<file path="config.mk">
export PLATFORM = sky130hd
export DESIGN_NAME = run_ctrl
export DESIGN_NICKNAME = d
export VERILOG_FILES = /design/src/verilog/subway_ctrl_pkg.sv /design/src/verilog/run_ctrl.sv
export SDC_FILE = /design/constraint.sdc
export NUM_CORES = 1
export LEC_CHECK = 0
export BUFFER_PORTS_ARGS = -buffer_cell sky130_fd_sc_hd__clkbuf_2
export CELL_PAD_IN_SITES_DETAIL_PLACEMENT = 0
export CELL_PAD_IN_SITES_GLOBAL_PLACEMENT = 1
export CORE_MARGIN = 10
export CORE_UTILIZATION = 37
export DETAILED_ROUTE_END_ITERATION = 8
export PLACE_DENSITY = 0.83
export SYNTH_ARGS = -nofsm -noshare
export SYNTH_HDL_FRONTEND = slang
export SYNTH_SLANG_ARGS = --single-unit
</file>
<file path="constraint.sdc">
create_clock -name clk -period 2.22 [get_ports clk]
set_input_delay 0.333 -clock clk [delete_from_list [all_inputs] [get_ports clk]]
set_output_delay 0.333 -clock clk [all_outputs]
set_load 0.005 [all_outputs]
</file>
<file path="src/verilog/subway_ctrl_pkg.sv">
package subway_ctrl_pkg;

    // streamed action codes
    typedef enum logic [1:0] {
        act_forward = 2'd0,
        act_right   = 2'd1,  // lane + 1
        act_left    = 2'd2,  // lane - 1
        act_jump    = 2'd3
    } action_t;

    // controller states
    typedef enum logic [1:0] {
        st_idle = 2'd0,
        st_load = 2'd1,
        st_plan = 2'd2,
        st_emit = 2'd3
    } run_state_t;

endpackage

</file>
<file path="src/verilog/run_ctrl.sv">
`timescale 1ns/1ns

module run_ctrl #(
    parameter int map_cols = 64
) (
    input  logic                        clk,
    input  logic                        rst_n,
    input  logic                        ld_valid,
    output logic                        wr_en,
    output logic [$clog2(map_cols)-1:0] col_idx,
    output logic                        plan_start,
    output logic                        step_en,
    output logic                        out_valid
);

    localparam int cw = $clog2(map_cols);

    subway_ctrl_pkg::run_state_t state;
    subway_ctrl_pkg::run_state_t state_nxt;
    logic [cw-1:0] cnt;  // column index in load, step index in emit
    logic          last_step;

    assign last_step  = cnt == cw'(map_cols - 2);
    assign wr_en      = ld_valid && (state == subway_ctrl_pkg::st_idle ||
                                     state == subway_ctrl_pkg::st_load);
    assign plan_start = state == subway_ctrl_pkg::st_plan;
    assign step_en    = state == subway_ctrl_pkg::st_emit;
    assign col_idx    = cnt;

    always_comb begin
        state_nxt = state;
        case (state)
            subway_ctrl_pkg::st_idle: begin
                if (ld_valid) begin
                    state_nxt = subway_ctrl_pkg::st_load;
                end
            end
            subway_ctrl_pkg::st_load: begin
                if (!ld_valid) begin
                    state_nxt = subway_ctrl_pkg::st_plan;
                end
            end
            subway_ctrl_pkg::st_plan: state_nxt = subway_ctrl_pkg::st_emit;
            subway_ctrl_pkg::st_emit: begin
                if (last_step) begin
                    state_nxt = subway_ctrl_pkg::st_idle;
                end
            end
            default: state_nxt = subway_ctrl_pkg::st_idle;
        endcase
    end

    always_ff @(posedge clk or negedge rst_n) begin
        if (!rst_n) begin
            state     <= subway_ctrl_pkg::st_idle;
            cnt       <= '0;
            out_valid <= 1'b0;
        end else begin
            state     <= state_nxt;
            out_valid <= step_en;  // action register lags one cycle
            if (wr_en) begin
                cnt <= cnt + 1'b1;
            end else if (plan_start || (step_en && last_step)) begin
                cnt <= '0;
            end else if (step_en) begin
                cnt <= cnt + 1'b1;
            end
        end
    end

    // one burst of map_cols-1 actions per frame
    a_burst_len: assert property (@(posedge clk) disable iff (!rst_n)
        $rose(out_valid) |-> ##(map_cols - 1) !out_valid)
        else $error("out_valid burst longer than map_cols-1");

endmodule

</file>
==> results.json <==
{
  "status": "finished clean",
  "swShare": 0.408,
  "finalNetCount": 81,
  "period_share": 0.830,
  "portBuffers": 12,
  "drtIter0Drc": 5,
  "grt_pass1_wl_mm": 1.84,
  "seqPwrFrac": 0.351,
  "drt-wirelength-per-cell_um": 13.4,
  "dpl_cell_area_um2": 621,
  "p_clk_frac": 0.144,
  "synth_area_leaders": "dfrtp_1 (41%), ha_1 (16%), a21oi_1 (4.6%), o21ai_0 (4.6%), or3_1 (4.6%)",
  "relSlewSlack": 0.600,
  "async_flop_share": 1.00,
  "drt_pass1_iterations": 4,
  "slew_viol_final": 0,
  "setup_viol": 0,
  "die_x_um": 58.4,
  "hp-class": "primary input to async pin",
  "clkTransAtPathRegs_ps": 60,
  "synth_warnings": 0,
  "htreeDepth": 1,
  "cts_inserted_buffers": 3,
  "finClkSkew_ps": 2.35,
  "worstMarginPinSlew_ps": 598,
  "drc": 0,
  "coreArea_mm2": 0.00135,
  "grt_max_degree": 13,
  "routed_wl_mm": 1.14,
  "ant_nets": 0,
  "switchingPower_mw": 0.345,
  "ys_top_cells_by_count": "dfrtp_1 (9), ha_1 (7), a21oi_1 (5), o21ai_0 (5)",
  "synthDistinctLibCells": 21,
  "synth.avg_cell_area_um2": 10.1,
  "final_util": 0.487,
  "finalInstanceArea_um2": 657,
  "yosysMostFrequentCell": "dfrtp_1",
  "p_leak_nw": 0.326,
  "syn-num-nets": 64,
  "ir_worst_vdd_uv": 544,
  "pin_count": 13,
  "post-place-ws_ps": 400,
  "crit_path_end_kind": "flip-flop",
  "die_area_mm2": 0.00342,
  "start_util": 0.405,
  "yosysSeqAreaShare": 0.412,
  "period_minus_slack_ps": 1840,
  "gp_congestion": 0.752,
  "crit_type": "flip-flop to flip-flop",
  "synth_top_cell_by_area": "dfrtp_1",
  "via_count": 456,
  "ff2ff_path_depth": 6,
  "hold_viol": 0,
  "antenna_found_initial": 0,
  "clock_latency_ps": 260,
  "clock_sinks": 9,
  "cap_violations": 0,
  "cts_buffer_depth": 2,
  "combPwrFrac": 0.505,
  "synth_area_um2": 547,
  "cts_root_buf": "clkbuf_4",
  "rsz0062_at_grt": "false",
  "synth_cells": 54,
  "drive_above_1_share": 0.286,
  "grt_overflow_total": 0,
  "arrival_ps": 1960,
  "first_global_vias": 400,
  "netlist.area_leader.share": 0.412,
  "synth_edf_count": 0,
  "timing.final.ws_setup_ps": 377,
  "p_int_mw": 0.499,
  "die_h_um": 58.4,
  "fmax_mhz": 543,
  "pwr_density_cell_mw_per_mm2": 1280,
  "start_kind": "flip-flop",
  "ys_ff_latch": 9,
  "grt.total_usage": 0.0694,
  "critPathRequiredTime_ps": 2340,
  "std_cell_rows": 13,
  "dp_hpwl_um": 872,
  "syn_to_final_growth_pct": 20.1,
  "via_per_inst": 5.36,
  "antenna_cells": 0,
  "cts_setup_buffers": 0,
  "timing.setup.tns_ps": 0,
  "synth_flop_cell": "dfrtp_1",
  "cp_max_fo": 12,
  "cts_tree": "built"
}
## per-stage QoR
step,hold WS [ps],total power [mW],cells
after global placement,201,0.724,80
after floorplan,37.4,0.592,54
final,468,0.844,85
after CTS,465,0.861,85
after detailed placement,201,0.732,80
after global routing,479,0.927,85
## per-layer routing
layer | GRT usage | vias to the layer above | wire, um
met3 | 0.0386 | 2 | 88
met4 | 0.0503 | 0 | 28
met5 | 0 | - | 0
met1 | 0.0758 | 217 | 480
met2 | 0.0986 | 13 | 541
li1 | - | 224 | -
## flip-flops by register name (all words and copies together), names as in the netlist
name	cells
col_idx	6
out_valid	1
state	2
## cell type report
class,count,area [um2]
Fill cell,132,693
Multi-Input combinational cell,40,302
Sequential cell,9,225
Timing Repair Buffer,13,70.1
Clock buffer,4,26.3
Tap cell,15,18.8
Inverter,4,15.0
## path summary, 6_finish.rpt
path | end | from | slack [ps]
max in group asynchronous | col_idx[0] | rst_n | 1560
min in group clk | state[0] | ld_valid | 530
worst max-delay path | col_idx[0] | col_idx[0] | 380
worst max register to register | col_idx[0] | col_idx[0] | 380
worst min-delay path | col_idx[2] | rst_n | 470
worst min register to register | col_idx[4] | col_idx[4] | 580
## worst max-delay path, cell delays in order, from the launching register on
cell and delay, ps:
dfrtp_1 440, inv_1 70, ha_1 200, and3_1 170, a211oi_2 550, or2_2 210
o21ai_0 70
## cell families after synthesis
logic type	Yosys count	synth area share
adder cells (fa/ha/maj)	7	0.160
buffers and inverters	5	0.0366
AO/OA/AOI/OAI	14	0.160
AND/OR/NAND/NOR	16	0.165
multiplexers	3	0.0664
flip-flops	9	0.412
## cells in the final DEF, fill, tap and decap left out
cell type and n:
a211oi_2 1, a21oi_1 5, a221o_1 1, and3_1 1, and3_4 1, clkbuf_1 1, clkbuf_2 12, clkbuf_4 3
dfrtp_1 9, dlygate4sd3_1 1, ha_1 7, inv_1 4, mux2_2 1, mux2_4 1, mux2i_1 1, nand2_1 2
nand3_1 4, nor2_1 2, nor2b_1 1, o21a_1 1, o21ai_0 5, o31ai_1 1, or2_2 1, or3_1 4
## timing repair
action	CTS	global route
gates resized for setup	0	0
hold buffers	1	0
hold endpoints to repair	9	0
setup endpoints to repair	0	0
## power by group through the flow
stage	Sequential (mW)	Combinational [mW]	Clock (mW)
4_1_cts	0.295	0.437	0.129
3_3_place_gp	0.296	0.428	0
5_1_grt	0.307	0.485	0.135
3_5_place_dp	0.299	0.434	0
2_1_floorplan	0.289	0.303	0
6_report	0.296	0.426	0.122
Power figures use the tool's default switching activity.
