`config.mk`:
```
export PLATFORM = sky130hd
export DESIGN_NAME = map_buffer
export DESIGN_NICKNAME = d
export VERILOG_FILES = /design/src/verilog/subway_map_pkg.sv /design/src/verilog/map_buffer.sv
export SDC_FILE = /design/constraint.sdc
export NUM_CORES = 1
export LEC_CHECK = 0
export BUFFER_PORTS_ARGS = -buffer_cell sky130_fd_sc_hd__buf_2
export CORE_MARGIN = 1.5
export CORE_UTILIZATION = 45
export DETAILED_ROUTE_END_ITERATION = 7
export SLEW_MARGIN = 5
export SYNTH_ARGS = -nofsm -noshare
export SYNTH_HDL_FRONTEND = slang
export SYNTH_SLANG_ARGS = --single-unit
```
`constraint.sdc`:
```
create_clock -name clk -period 2.45 [get_ports clk]
set_clock_uncertainty 0.2 [all_clocks]
set_input_delay 0.3675 -clock clk [delete_from_list [all_inputs] [get_ports clk]]
set_output_delay 0.3675 -clock clk [all_outputs]
set_load 0.01 [all_outputs]
```
`src/verilog/subway_map_pkg.sv`:
```
package subway_map_pkg;

    // map geometry
    localparam int num_lanes = 4;
    localparam int default_map_cols = 64;
    localparam int default_train_gap = 8;  // train column every 8th

    typedef logic [1:0] lane_t;

    // one map cell
    typedef enum logic [1:0] {
        cell_road  = 2'd0,
        cell_low   = 2'd1,  // jumpable
        cell_high  = 2'd2,
        cell_train = 2'd3
    } cell_t;

endpackage

```
`src/verilog/map_buffer.sv`:
```
`timescale 1ns/1ns

module map_buffer #(
    parameter int map_cols = subway_map_pkg::default_map_cols
) (
    input  logic                                                clk,
    input  logic                                                rst_n,
    input  logic                                                in_valid,
    input  subway_map_pkg::lane_t                               init,
    input  subway_map_pkg::cell_t                               in0,
    input  subway_map_pkg::cell_t                               in1,
    input  subway_map_pkg::cell_t                               in2,
    input  subway_map_pkg::cell_t                               in3,
    input  logic                                                wr_en,
    input  logic [$clog2(map_cols)-1:0]                         col_idx,
    input  logic [$clog2(map_cols)-1:0]                         rd_next_col,
    input  logic [$clog2(map_cols)-1:0]                         rd_train_col,
    output logic                                                ld_valid,
    output subway_map_pkg::cell_t [subway_map_pkg::num_lanes-1:0] ld_cells,
    output subway_map_pkg::lane_t                               start_lane,
    output subway_map_pkg::cell_t [subway_map_pkg::num_lanes-1:0] next_cells,
    output subway_map_pkg::cell_t [subway_map_pkg::num_lanes-1:0] train_cells
);

    // one column per entry with lane 0 in slice 0
    subway_map_pkg::cell_t [subway_map_pkg::num_lanes-1:0] store [map_cols];

    always_ff @(posedge clk or negedge rst_n) begin
        if (!rst_n) begin
            ld_valid   <= 1'b0;
            start_lane <= '0;
        end else begin
            ld_valid <= in_valid;
            if (in_valid && !ld_valid) begin
                start_lane <= init;  // first column of the frame
            end
        end
    end

    always_ff @(posedge clk) begin
        ld_cells[0] <= in0;
        ld_cells[1] <= in1;
        ld_cells[2] <= in2;
        ld_cells[3] <= in3;
    end

    always_ff @(posedge clk) begin
        if (wr_en) begin
            store[col_idx] <= ld_cells;
        end
    end

    assign next_cells  = store[rd_next_col];   // column t+1
    assign train_cells = store[rd_train_col];  // upcoming train column

    // no write may follow the last column
    a_wr_in_range: assert property (@(posedge clk) disable iff (!rst_n)
        wr_en && int'(col_idx) == map_cols - 1 |=> !wr_en)
        else $error("column write past end of map");

endmodule

```
==> results of run 1 <==
-- cell families after synthesis --
family | after synthesis | synth area share, %
AOI/OAI and AO/OA | 148 | 4.40
buffers and inverters | 98 | 2.78
DFF | 523 | 63.6
muxes | 312 | 25.7
and+or+nand+nor | 178 | 3.55
-- cell type report --
class | instances | area [sq um] | share of cell area (%)
clock inverters | 37 | 465 | 1.53
flip-flops and latches | 523 | 15600 | 51.3
inverters | 1 | 3.75 | 0.0123
clock buffers | 63 | 1450 | 4.75
multi-input cells | 638 | 8810 | 28.9
repair buffers | 376 | 3250 | 10.7
well taps | 696 | 871 | 2.86
-- flip-flops by register name (all words and copies together), names as in the netlist --
name	flops
start_lane	2
ld_valid	1
store	512
ld_cells	8
-- routing by layer --
layer / part of all wire, % / track usage (%) / up-vias
met2: 47 / 42.8 / 795
met3: 9.2 / 5.67 / 130
met1: 40 / 38.1 / 7930
li1: - / - / 6121
met5: 0.016 / 0 / -
met4: 3.2 / 9.34 / 2
-- repair_timing --
action | CTS | global route
setup endpoints to repair | 16 | 16
hold buffers | 13 | 0
endpoints found under the hold margin | 14 | 0
buffers inserted | 4 | 3
gates resized for setup | 103 | 34
pin swaps | 33 | 19
-- cells in the mapped netlist (3+ instances only) --
master | n | area (sq um)
mux4_4 | 7 | 175
buf_6 | 13 | 146
a211oi_1 | 16 | 120
buf_4 | 19 | 143
a31oi_1 | 4 | 25.0
nand2b_1 | 15 | 93.8
buf_12 | 5 | 100
o21ai_1 | 7 | 35.0
o211ai_1 | 5 | 37.5
nor2b_1 | 25 | 156
a311oi_1 | 3 | 26.3
nor3_1 | 3 | 15.0
nor2_1 | 70 | 263
o21ai_0 | 9 | 45.0
a221oi_1 | 5 | 43.8
or3b_2 | 3 | 26.3
nand3_1 | 15 | 75.1
mux2i_1 | 61 | 611
nand2_1 | 25 | 93.8
and2_1 | 3 | 18.8
a22oi_1 | 13 | 97.6
a211o_1 | 4 | 35.0
a32o_1 | 5 | 50.1
mux4_2 | 231 | 5200
nand3b_1 | 5 | 37.5
clkbuf_1 | 23 | 86.3
mux4_1 | 11 | 289
edfxtp_1 | 512 | 15400
o22a_1 | 7 | 61.3
nand4_1 | 3 | 18.8
o221ai_1 | 17 | 149
o22ai_1 | 23 | 144
nor4_1 | 3 | 18.8
a21oi_1 | 15 | 75.1
dfxtp_1 | 8 | 160
or3_1 | 5 | 31.3
dfrtp_1 | 3 | 75.1
buf_2 | 30 | 150
a22o_1 | 6 | 52.6
-- final timing paths --
kind | startpoint | end | slack [ps] | cells past startpoint
worst max register to register | ld_cells[5] | store[43][5] | 770 | 1
worst min-delay path | col_idx[2] | store[49][5] | 170 | 3
min in group asynchronous | rst_n | start_lane[0] | 420 | 3
worst min register to register | start_lane[0] | start_lane[0] | 330 | 1
worst max-delay path | store[22][1] | train_cells[1] | -710 | 6
max in group asynchronous | rst_n | start_lane[1] | 1470 | 3
-- power by group through the flow --
| stage | logic (mW) | clock network, mW | registers (mW) |
|---|---|---|---|
| after floorplan | 0.988 | 0 | 10.1 |
| after global placement | 1.91 | 0 | 10.1 |
| after detailed placement | 1.92 | 0 | 10.1 |
| after CTS | 2.08 | 9.01 | 9.88 |
| after global routing | 2.22 | 9.36 | 9.88 |
| final | 2.13 | 8.91 | 9.88 |
-- stage by stage --
step                power [mW]  util [%]  hold slack (ps)  cell area, sq um  setup slack (ps)
floorplan                 11.1         -             -128             24500              3.38
global route              21.5      56.6              170             30500              -741
detailed placement        12.0      51.6            -32.4             27800              -672
finish                    20.9      56.6              166             30500              -712
CTS                       21.0      56.3              144             30300              -710
global placement          12.0      51.6            -40.0             27800              -665
==> metrics.md, run 1 <==
| Metric | Value |
|---|---|
| Run status | finished, violations left |
| Failing checks | negative setup slack |
| Startpoint types | flop |
| Crit-path cells | mux4_2, mux4_2, nand2b_4, o221ai_4, o21ai_1, buf_2 |
| Buf/Inv on CP | 1 |
| Tmin final | 3160 ps |
| Antenna violations before repair | 1 |
| Seq cells post-synth | 523 |
| TritonCTS clock tree | yes |
| Switching share of power | 22.9% |
| Synth Net Count | 1291 |
| Area grow syn2layout | 24.2% |
| P_int | 16.1 mW |
| Routability Congestion | 0.909 |
| VDD IR-drop max | 532 uV |
| Final Slew Violations | 0 |
| Vias in the first global route | 15400 |
| CP most frequent cell | mux4_2 |
| Critical path's top delay family | multiplexers |
| Die width | 237 um |
| Fillers | 4069 |
| Sw power | 4.79 mW |
| Power per cell area | 687 nW/um^2 |
| Die Ht | 237 um |
| Post-synthesis sequential area ratio | 63.6% |
| Core ar. | 53800 sq um |
| Worst path max stage delay | 540 ps |
| Sink Count | 523 |
| Kind of critical path | flop to output pin |
| Max-cap violations | 0 |
| Worst slew pin tran | 806 ps |
| Ports | 59 |
| Mapped Cells | 1259 |
| Req. time, crit path | 1880 ps |
| H-Tree Depth | 2 |
| DRC marker count from the first detailed-route iteration | 1957 |
| Leakage | 10.3 nW |
| Placed cell count | 2218 |
| Final worst path period share | 129% |
| Most common cell after layout, fill and taps aside | edfxtp_1 |
| Root buffer cell | clkbuf_16 |
| Final HPWL DP | 52500 um |
| Commonest non-fill, non-tap cells in the layout | edfxtp_1, buf_4, mux4_2 |
| Finished Layout Cells | 2334 |
| Worst setup margin | -712 ps |
| Antenna viol nets, final | 0 |
| Starting Density | 45.6% |
| Max Clk Rate | 316 MHz |
| First-pass GRT wire length | 108000 um |
| Number of port buffers | 58 |
| Clk_lat worst skew | 630 ps |
| Grt total ovfl | 0 |
| Final setup fails | 16 |
| CP endpoint kind | output pin |
| Yosys warning count | 0 |
| Max Root-Sink Buffers | 3 |
| Fin Setup TNS | -8970 ps |
| Routed length per instance | 32.1 um |
| Number of synthesized flops with an enable pin | 512 |
| Crit path DAT | 2590 ps |
| RSZ-0062 raised after global routing | yes |
| Share of cells above drive strength 1 | 48.5% |
| Antenna diodes | 0 |
| Synth unique cells | 54 |
| Gr usage total | 27.2% |
| TritonRoute pass-1 iters | 6 |
| Mapped cell area | 24500 sq um |
| Worst Path Max Fanout | 2 |
| TritonCTS Buffers | 56 |
| Vias post-DR | 15000 |
| DRT Wirelength | 74900 um |
| Vias per cell | 6.42 |
| Rel. slew slack | 46.3% |
| Die area | 56000 sq um |
| Hold crit path type | primary input to flop |
| DRC errors left | 0 |
| Combinational power share | 10.2% |
| Reg power frac | 47.2% |
| Post-synthesis async set-or-reset flop share | 0.574% |
| Layout net count | 1628 |
| Largest net degree at the start of global routing | 65 |
| Fin. Hold Viols | 0 |
| Clock transition at path regs | 60 ps |
| Row count | 85 |
| Most used DFF post-synth | edfxtp_1 |
| CP max-delay cell | mux4_2 |
| Clk pwr share | 42.6% |
| Synthesized area per cell | 19.5 sq um |
No activity file was read; power rests on OpenSTA's default activity.
==> run 2: changes to the inputs <==
CORE_UTILIZATION = 57   (was 45)
PLACE_DENSITY = 0.77   (was unset)
==> run 2 against run 1 <==
The flow still finishes with violations (negative setup slack). Critical endpoint is now next_cells[3]. Register-to-register slack better by 160 ps. Non-clock buffer count decreased by 31. Die area decreased by 21%. Setup slack improved by 32 ps. Final area shrank 2.2%. Maximum frequency rose by 1.0%. Combinational power is 4% lower. Largest cell class unchanged. Critical path type unchanged.
==> metrics.md, run 2 (synthesized netlist as in run 1, its figures left out) <==
| Metric | Value |
|---|---|
| Routability Congestion | 0.940 (was 0.909) |
| Sink Count | 523 (unchanged) |
| Design area | 29800 sq um (was 30500 sq um) |
| Layout net count | 1593 (was 1628) |
| TritonCTS Buffers | 52 (was 56) |
| Worst setup margin | -680 ps (was -712 ps) |
| Startpoint types | flop (unchanged) |
| Clk_lat worst skew | 610 ps (was 630 ps) |
| Max-cap violations | 0 (unchanged) |
| Reg2reg path depth | 1 (unchanged) |
| Hold crit path type | primary input to flop (unchanged) |
| Worst Hold Path Cells | 3 (unchanged) |
| Crit path DAT | 2560 ps (was 2590 ps) |
| Area grow syn2layout | 21.4% (was 24.2%) |
| Final worst path period share | 128% (was 129%) |
| Die area | 44300 sq um (was 56000 sq um) |
| Vias in the first global route | 15500 (was 15400) |
| Root buffer cell | clkbuf_16 (unchanged) |
| RSZ-0062 raised after global routing | yes (unchanged) |
| Top flop regs | store: 512 flops, ld_cells: 8 flops, start_lane: 2 flops (unchanged) |
| Antenna violations before repair | 1 (unchanged) |
| Ports | 59 (unchanged) |
| Finished Layout Cells | 2144 (was 2334) |
| Fin Setup TNS | -9130 ps (was -8970 ps) |
| Max Clk Rate | 320 MHz (was 316 MHz) |
| Vias per cell | 7.21 (was 6.42) |
| Final Slew Violations | 0 (unchanged) |
| Tmin final | 3130 ps (was 3160 ps) |
| TritonRoute pass-1 iters | 5 (was 6) |
| Routed length per instance | 33.5 um (was 32.1 um) |
| Antenna diodes | 0 (unchanged) |
| Req. time, crit path | 1880 ps (about the same) |
| Starting Density | 58.1% (was 45.6%) |
| TritonCTS clock tree | yes (unchanged) |
| DRC marker count from the first detailed-route iteration | 2464 (was 1957) |
| Largest register FFs | 512 (unchanged) |
| Final setup fails | 16 (unchanged) |
| Largest net degree at the start of global routing | 65 (unchanged) |
| Grt total ovfl | 0 (unchanged) |
| Failing checks | negative setup slack (unchanged) |
| DRC errors left | 0 (unchanged) |
| Worst slew pin tran | 780 ps (was 806 ps) |
| Most flop-heavy register | store (unchanged) |
| Vias post-DR | 15500 (was 15000) |
| First-pass GRT wire length | 104000 um (was 108000 um) |
| VDD IR-drop max | 782 uV (was 532 uV) |
| DP Worst Slack | -697 ps (was -672 ps) |
| Final HPWL DP | 49100 um (was 52500 um) |
| Number of port buffers | 58 (unchanged) |
| Leakage | 10.0 nW (was 10.3 nW) |
| Share of cells above drive strength 1 | 47.1% (was 48.5%) |
| Die Ht | 211 um (was 237 um) |
| Core ar. | 42200 sq um (was 53800 sq um) |
| Rel. slew slack | 48.0% (was 46.3%) |
| Power per cell area | 685 nW/um^2 (was 687 nW/um^2) |
| Kind of critical path | flop to output pin (unchanged) |
| Most common cell after layout, fill and taps aside | edfxtp_1 (unchanged) |
| CP endpoint kind | output pin (unchanged) |
| Post-Place Cell Area | 27200 sq um (was 27800 sq um) |
| H-Tree Depth | 2 (unchanged) |
| Clock transition at path regs | 60 ps (about the same) |
| Run status | finished, violations left (unchanged) |
| Max Root-Sink Buffers | 3 (unchanged) |
| Worst Path Max Fanout | 2 (unchanged) |
| Commonest non-fill, non-tap cells in the layout | edfxtp_1, buf_4, mux4_2 (unchanged) |
| Row count | 75 (was 85) |
| Placed cell count | 2033 (was 2218) |
| Antenna viol nets, final | 0 (unchanged) |
| Die width | 211 um (was 237 um) |
| DRT Wirelength | 71700 um (was 74900 um) |
| Fin. Hold Viols | 0 (unchanged) |
| Gr usage total | 33.4% (was 27.2%) |
run 2: changes by cell type in the layout (fill, tap and decap cells not counted), sizes merged:
cell	previous run	this run
buf	363	332
bufinv	10	8
inv	3	5
clkbuf	63	62
clkinvlp	6	5
run 2: timing repair:
action | CTS | global route
hold endpoints to repair | 14 | 0
setup buffers | 3 | 3
pin swaps | 25 | 15
endpoints found under the setup margin | 16 | 16
hold buffers | 13 | 0
gates resized for setup | 100 | 28
run 2: power by group:
group	internal (mW)	total, mW	switching (mW)
combinational	0.929	2.05	1.12
sequential	9.84	9.87	0.0338
clock	4.97	8.48	3.52
run 2: critical path, cell delays in order, from the launching register on:
cell and delay, ps:
edfxtp_1 410, buf_4 150, mux4_2 460, nor2b_4 140
a211oi_2 150, buf_4 200, nor4_4 50, a31o_2 260
buf_6 130
run 2: routing by layer:
metal,wire length (um),up-vias,GRT usage [%]
met4,3350,2,14.4
met2,34600,1320,53.2
met1,24100,7890,44.8
met5,12,-,0
met3,9720,208,7.91
li1,-,6042,-
run 2: final timing paths:
check | endpoint | startpoint | slack [ps]
min in group asynchronous | ld_valid | rst_n | 430
worst min-delay path | store[48][5] | col_idx[1] | 170
max in group asynchronous | start_lane[1] | rst_n | 1460
worst max-delay path | next_cells[3] | store[20][3] | -680
worst max register to register | store[44][4] | ld_cells[4] | 930
worst min register to register | start_lane[1] | start_lane[1] | 330
run 2: cell type report:
type,count,area (sq um)
multi-input combinational,638,8810
clock inverter,36,433
fill,2511,12400
inverter,1,3.75
sequential,523,15600
timing repair buffer,345,2850
tap,539,674
clock buffer,62,1400
run 2: metrics by stage:
stage               total power [mW]  hold WS [ps]  util (%)
floorplan                       11.1          -128         -
finish                          20.4           167      70.5
global placement                11.9         -40.1      64.4
global route                    20.9           174      70.5
CTS                             20.4           144      70.1
detailed placement              11.9         -34.2      64.4
==> run 3: changes to the inputs <==
REMOVE_ABC_BUFFERS = 1   (was unset)
==> run 3 against run 2 <==
The run still ends with negative setup slack left. Sequential power barely moved. Sequential share of layout area is 0.12 points higher. Setup slack got worse by 18 ps. Power decreased by 2.0%. Maximum frequency is 0.58% lower. Hold slack got worse by 67 ps. Count of clock-buffer cells in the layout is 9 higher. Register-to-register slack better by 50 ps. Highest routed layer is now met4.
==> metrics.md, run 3 (synthesized netlist as in run 1, its figures left out) <==
| Metric | Value |
|---|---|
| Buf/Inv on CP | 2 (was 3) |
| Clk_lat worst skew | 610 ps (about the same) |
| Utilization after layout | 70.4% (was 70.5%) |
| Met2 Use GR | 53.2% (unchanged) |
| Worst Path Max Fanout | 2 (unchanged) |
| Worst setup margin | -698 ps (was -680 ps) |
| Final Slew Violations | 0 (unchanged) |
| Tmin final | 3150 ps (was 3130 ps) |
| Rel. slew slack | 48.8% (was 48.0%) |
| DRT Wirelength | 71400 um (was 71700 um) |
| Routability Congestion | 0.925 (was 0.940) |
| GR Layer Usage met3 | 7.69% (was 7.91%) |
| VDD IR-drop max | 582 uV (was 782 uV) |
| M1 GR Usage | 43.8% (was 44.8%) |
| Gr usage total | 33.0% (was 33.4%) |
| TritonRoute pass-1 iters | 5 (unchanged) |
| CP endpoint kind | output pin (unchanged) |
| Most flop-heavy register | store (unchanged) |
| Die Ht | 211 um (unchanged) |
| Grt total ovfl | 0 (unchanged) |
| Total power | 20.0 mW (was 20.4 mW) |
| TritonCTS Buffers | 53 (was 52) |
| Fin. Hold Viols | 0 (unchanged) |
| Max Root-Sink Buffers | 3 (unchanged) |
| Final HPWL DP | 48800 um (was 49100 um) |
| Vias post-DR | 15400 (was 15500) |
| Most common cell after layout, fill and taps aside | edfxtp_1 (unchanged) |
| Share of cells above drive strength 1 | 45.5% (was 47.1%) |
| Failing checks | negative setup slack (unchanged) |
| DRC marker count from the first detailed-route iteration | 2263 (was 2464) |
| Number of port buffers | 58 (unchanged) |
| DRC errors left | 0 (unchanged) |
| CP max-delay cell | mux4_2 (unchanged) |
| Fillers | 2537 (was 2511) |
| Top flop regs | store: 512 flops, ld_cells: 8 flops, start_lane: 2 flops (unchanged) |
| Req. time, crit path | 1880 ps (about the same) |
| H-Tree Depth | 2 (unchanged) |
| Critical path's top delay family | compound AO/OA/AOI/OAI gates (was buffers and inverters) |
| Routed length per instance | 33.3 um (was 33.5 um) |
| Max Clk Rate | 318 MHz (was 320 MHz) |
| Hold_ws | 101 ps (was 167 ps) |
| Worst path max stage delay | 490 ps (was 460 ps) |
| Run status | finished, violations left (unchanged) |
| Starting Density | 58.1% (unchanged) |
| Kind of critical path | flop to output pin (unchanged) |
| Crit-path cells | mux4_2, nor2b_4, a211oi_2, buf_4, nor4_2, a311o_1, buf_2 (was buf_4, mux4_2, nor2b_4, a211oi_2, buf_4, nor4_4, a31o_2, buf_6) |
| Clock transition at path regs | 60 ps (about the same) |
| Largest register FFs | 512 (unchanged) |
| Sink Count | 523 (unchanged) |
| Ports | 59 (unchanged) |
| RSZ-0062 raised after global routing | yes (unchanged) |
| TritonCTS clock tree | yes (unchanged) |
| Core ar. | 42200 sq um (unchanged) |
| Worst slew pin tran | 766 ps (was 780 ps) |
| Final worst path period share | 129% (was 128%) |
| Commonest non-fill, non-tap cells in the layout | edfxtp_1, buf_4, mux4_2 (unchanged) |
| Largest net degree at the start of global routing | 65 (unchanged) |
| Grt peak-use layer | met2 (unchanged) |
| Area grow syn2layout | 21.1% (was 21.4%) |
| Layout net count | 1599 (was 1593) |
| Vias in the first global route | 15500 (about the same) |
| Final setup fails | 16 (unchanged) |
| Max-cap violations | 0 (unchanged) |
| Root buffer cell | clkbuf_16 (unchanged) |
| Antenna violations before repair | 1 (unchanged) |
| Antenna viol nets, final | 0 (unchanged) |
| Hold crit path type | primary input to flop (unchanged) |
| Startpoint types | flop (unchanged) |
| Row count | 75 (unchanged) |
| First-pass GRT wire length | 103000 um (was 104000 um) |
| Die width | 211 um (unchanged) |
| Leakage | 10.0 nW (about the same) |
| Power per cell area | 673 nW/um^2 (was 685 nW/um^2) |
| Crit path DAT | 2580 ps (was 2560 ps) |
| Vias per cell | 7.15 (was 7.21) |
| Die area | 44300 sq um (unchanged) |
## run 3: where the power goes
part	internal, mW	total, mW	switching (mW)
sequential	9.84	9.89	0.0447
combinational	0.943	2.04	1.10
clock	4.70	8.08	3.39
## run 3: cell type report
type | count | area [sq um] | area share [%]
clock inverter | 24 | 245 | 0.825
inverter | 1 | 3.75 | 0.0126
tap | 539 | 674 | 2.27
sequential | 523 | 15600 | 52.5
multi-input combinational | 638 | 8670 | 29.2
antenna | 2 | 5.00 | 0.0168
timing repair buffer | 350 | 3040 | 10.2
clock buffer | 71 | 1470 | 4.93
## run 3: what timing repair did
action,in CTS,in global routing
endpoints found under the setup margin,16,16
hold endpoints to repair,14,0
pin swaps,29,11
hold buffers,13,0
setup buffers,0,1
cloned,1,0
gates resized for setup,89,18
## run 3: worst paths after layout
| check | endpoint | depth (start not counted) | slack [ps] | startpoint |
|---|---|---|---|---|
| worst max-delay path | train_cells[3] | 7 | -700 | store[22][3] |
| worst min-delay path | store[50][3] | 3 | 100 | col_idx[1] |
| worst max register to register | store[7][4] | 1 | 980 | ld_cells[4] |
| worst min register to register | start_lane[1] | 1 | 320 | start_lane[1] |
| max in group asynchronous | ld_valid | 3 | 1450 | rst_n |
| min in group asynchronous | start_lane[1] | 3 | 440 | rst_n |
## run 3: tightest hold or removal path, cell delays in order
cell and delay [ps]:
buf_2 170, nand2b_1 110, nor2_1 80
## run 3: metal layers
layer	part of all wire (%)	vias to the layer above
li1	-	6066
met1	35	7863
met2	48	1213
met3	12	214
met4	4.7	0
met5	0	-
## run 3: stage by stage
step | std cells | TNS [ps] | area, sq um | setup slack (ps)
2_1_floorplan | 1162 | 0 | 23900 | 233
3_3_place_gp | 2040 | -9120 | 27400 | -819
3_5_place_dp | 2040 | -9540 | 27400 | -849
4_1_cts | 2145 | -9010 | 29600 | -668
5_1_grt | 2146 | -9980 | 29700 | -742
6_report | 2148 | -9220 | 29700 | -698
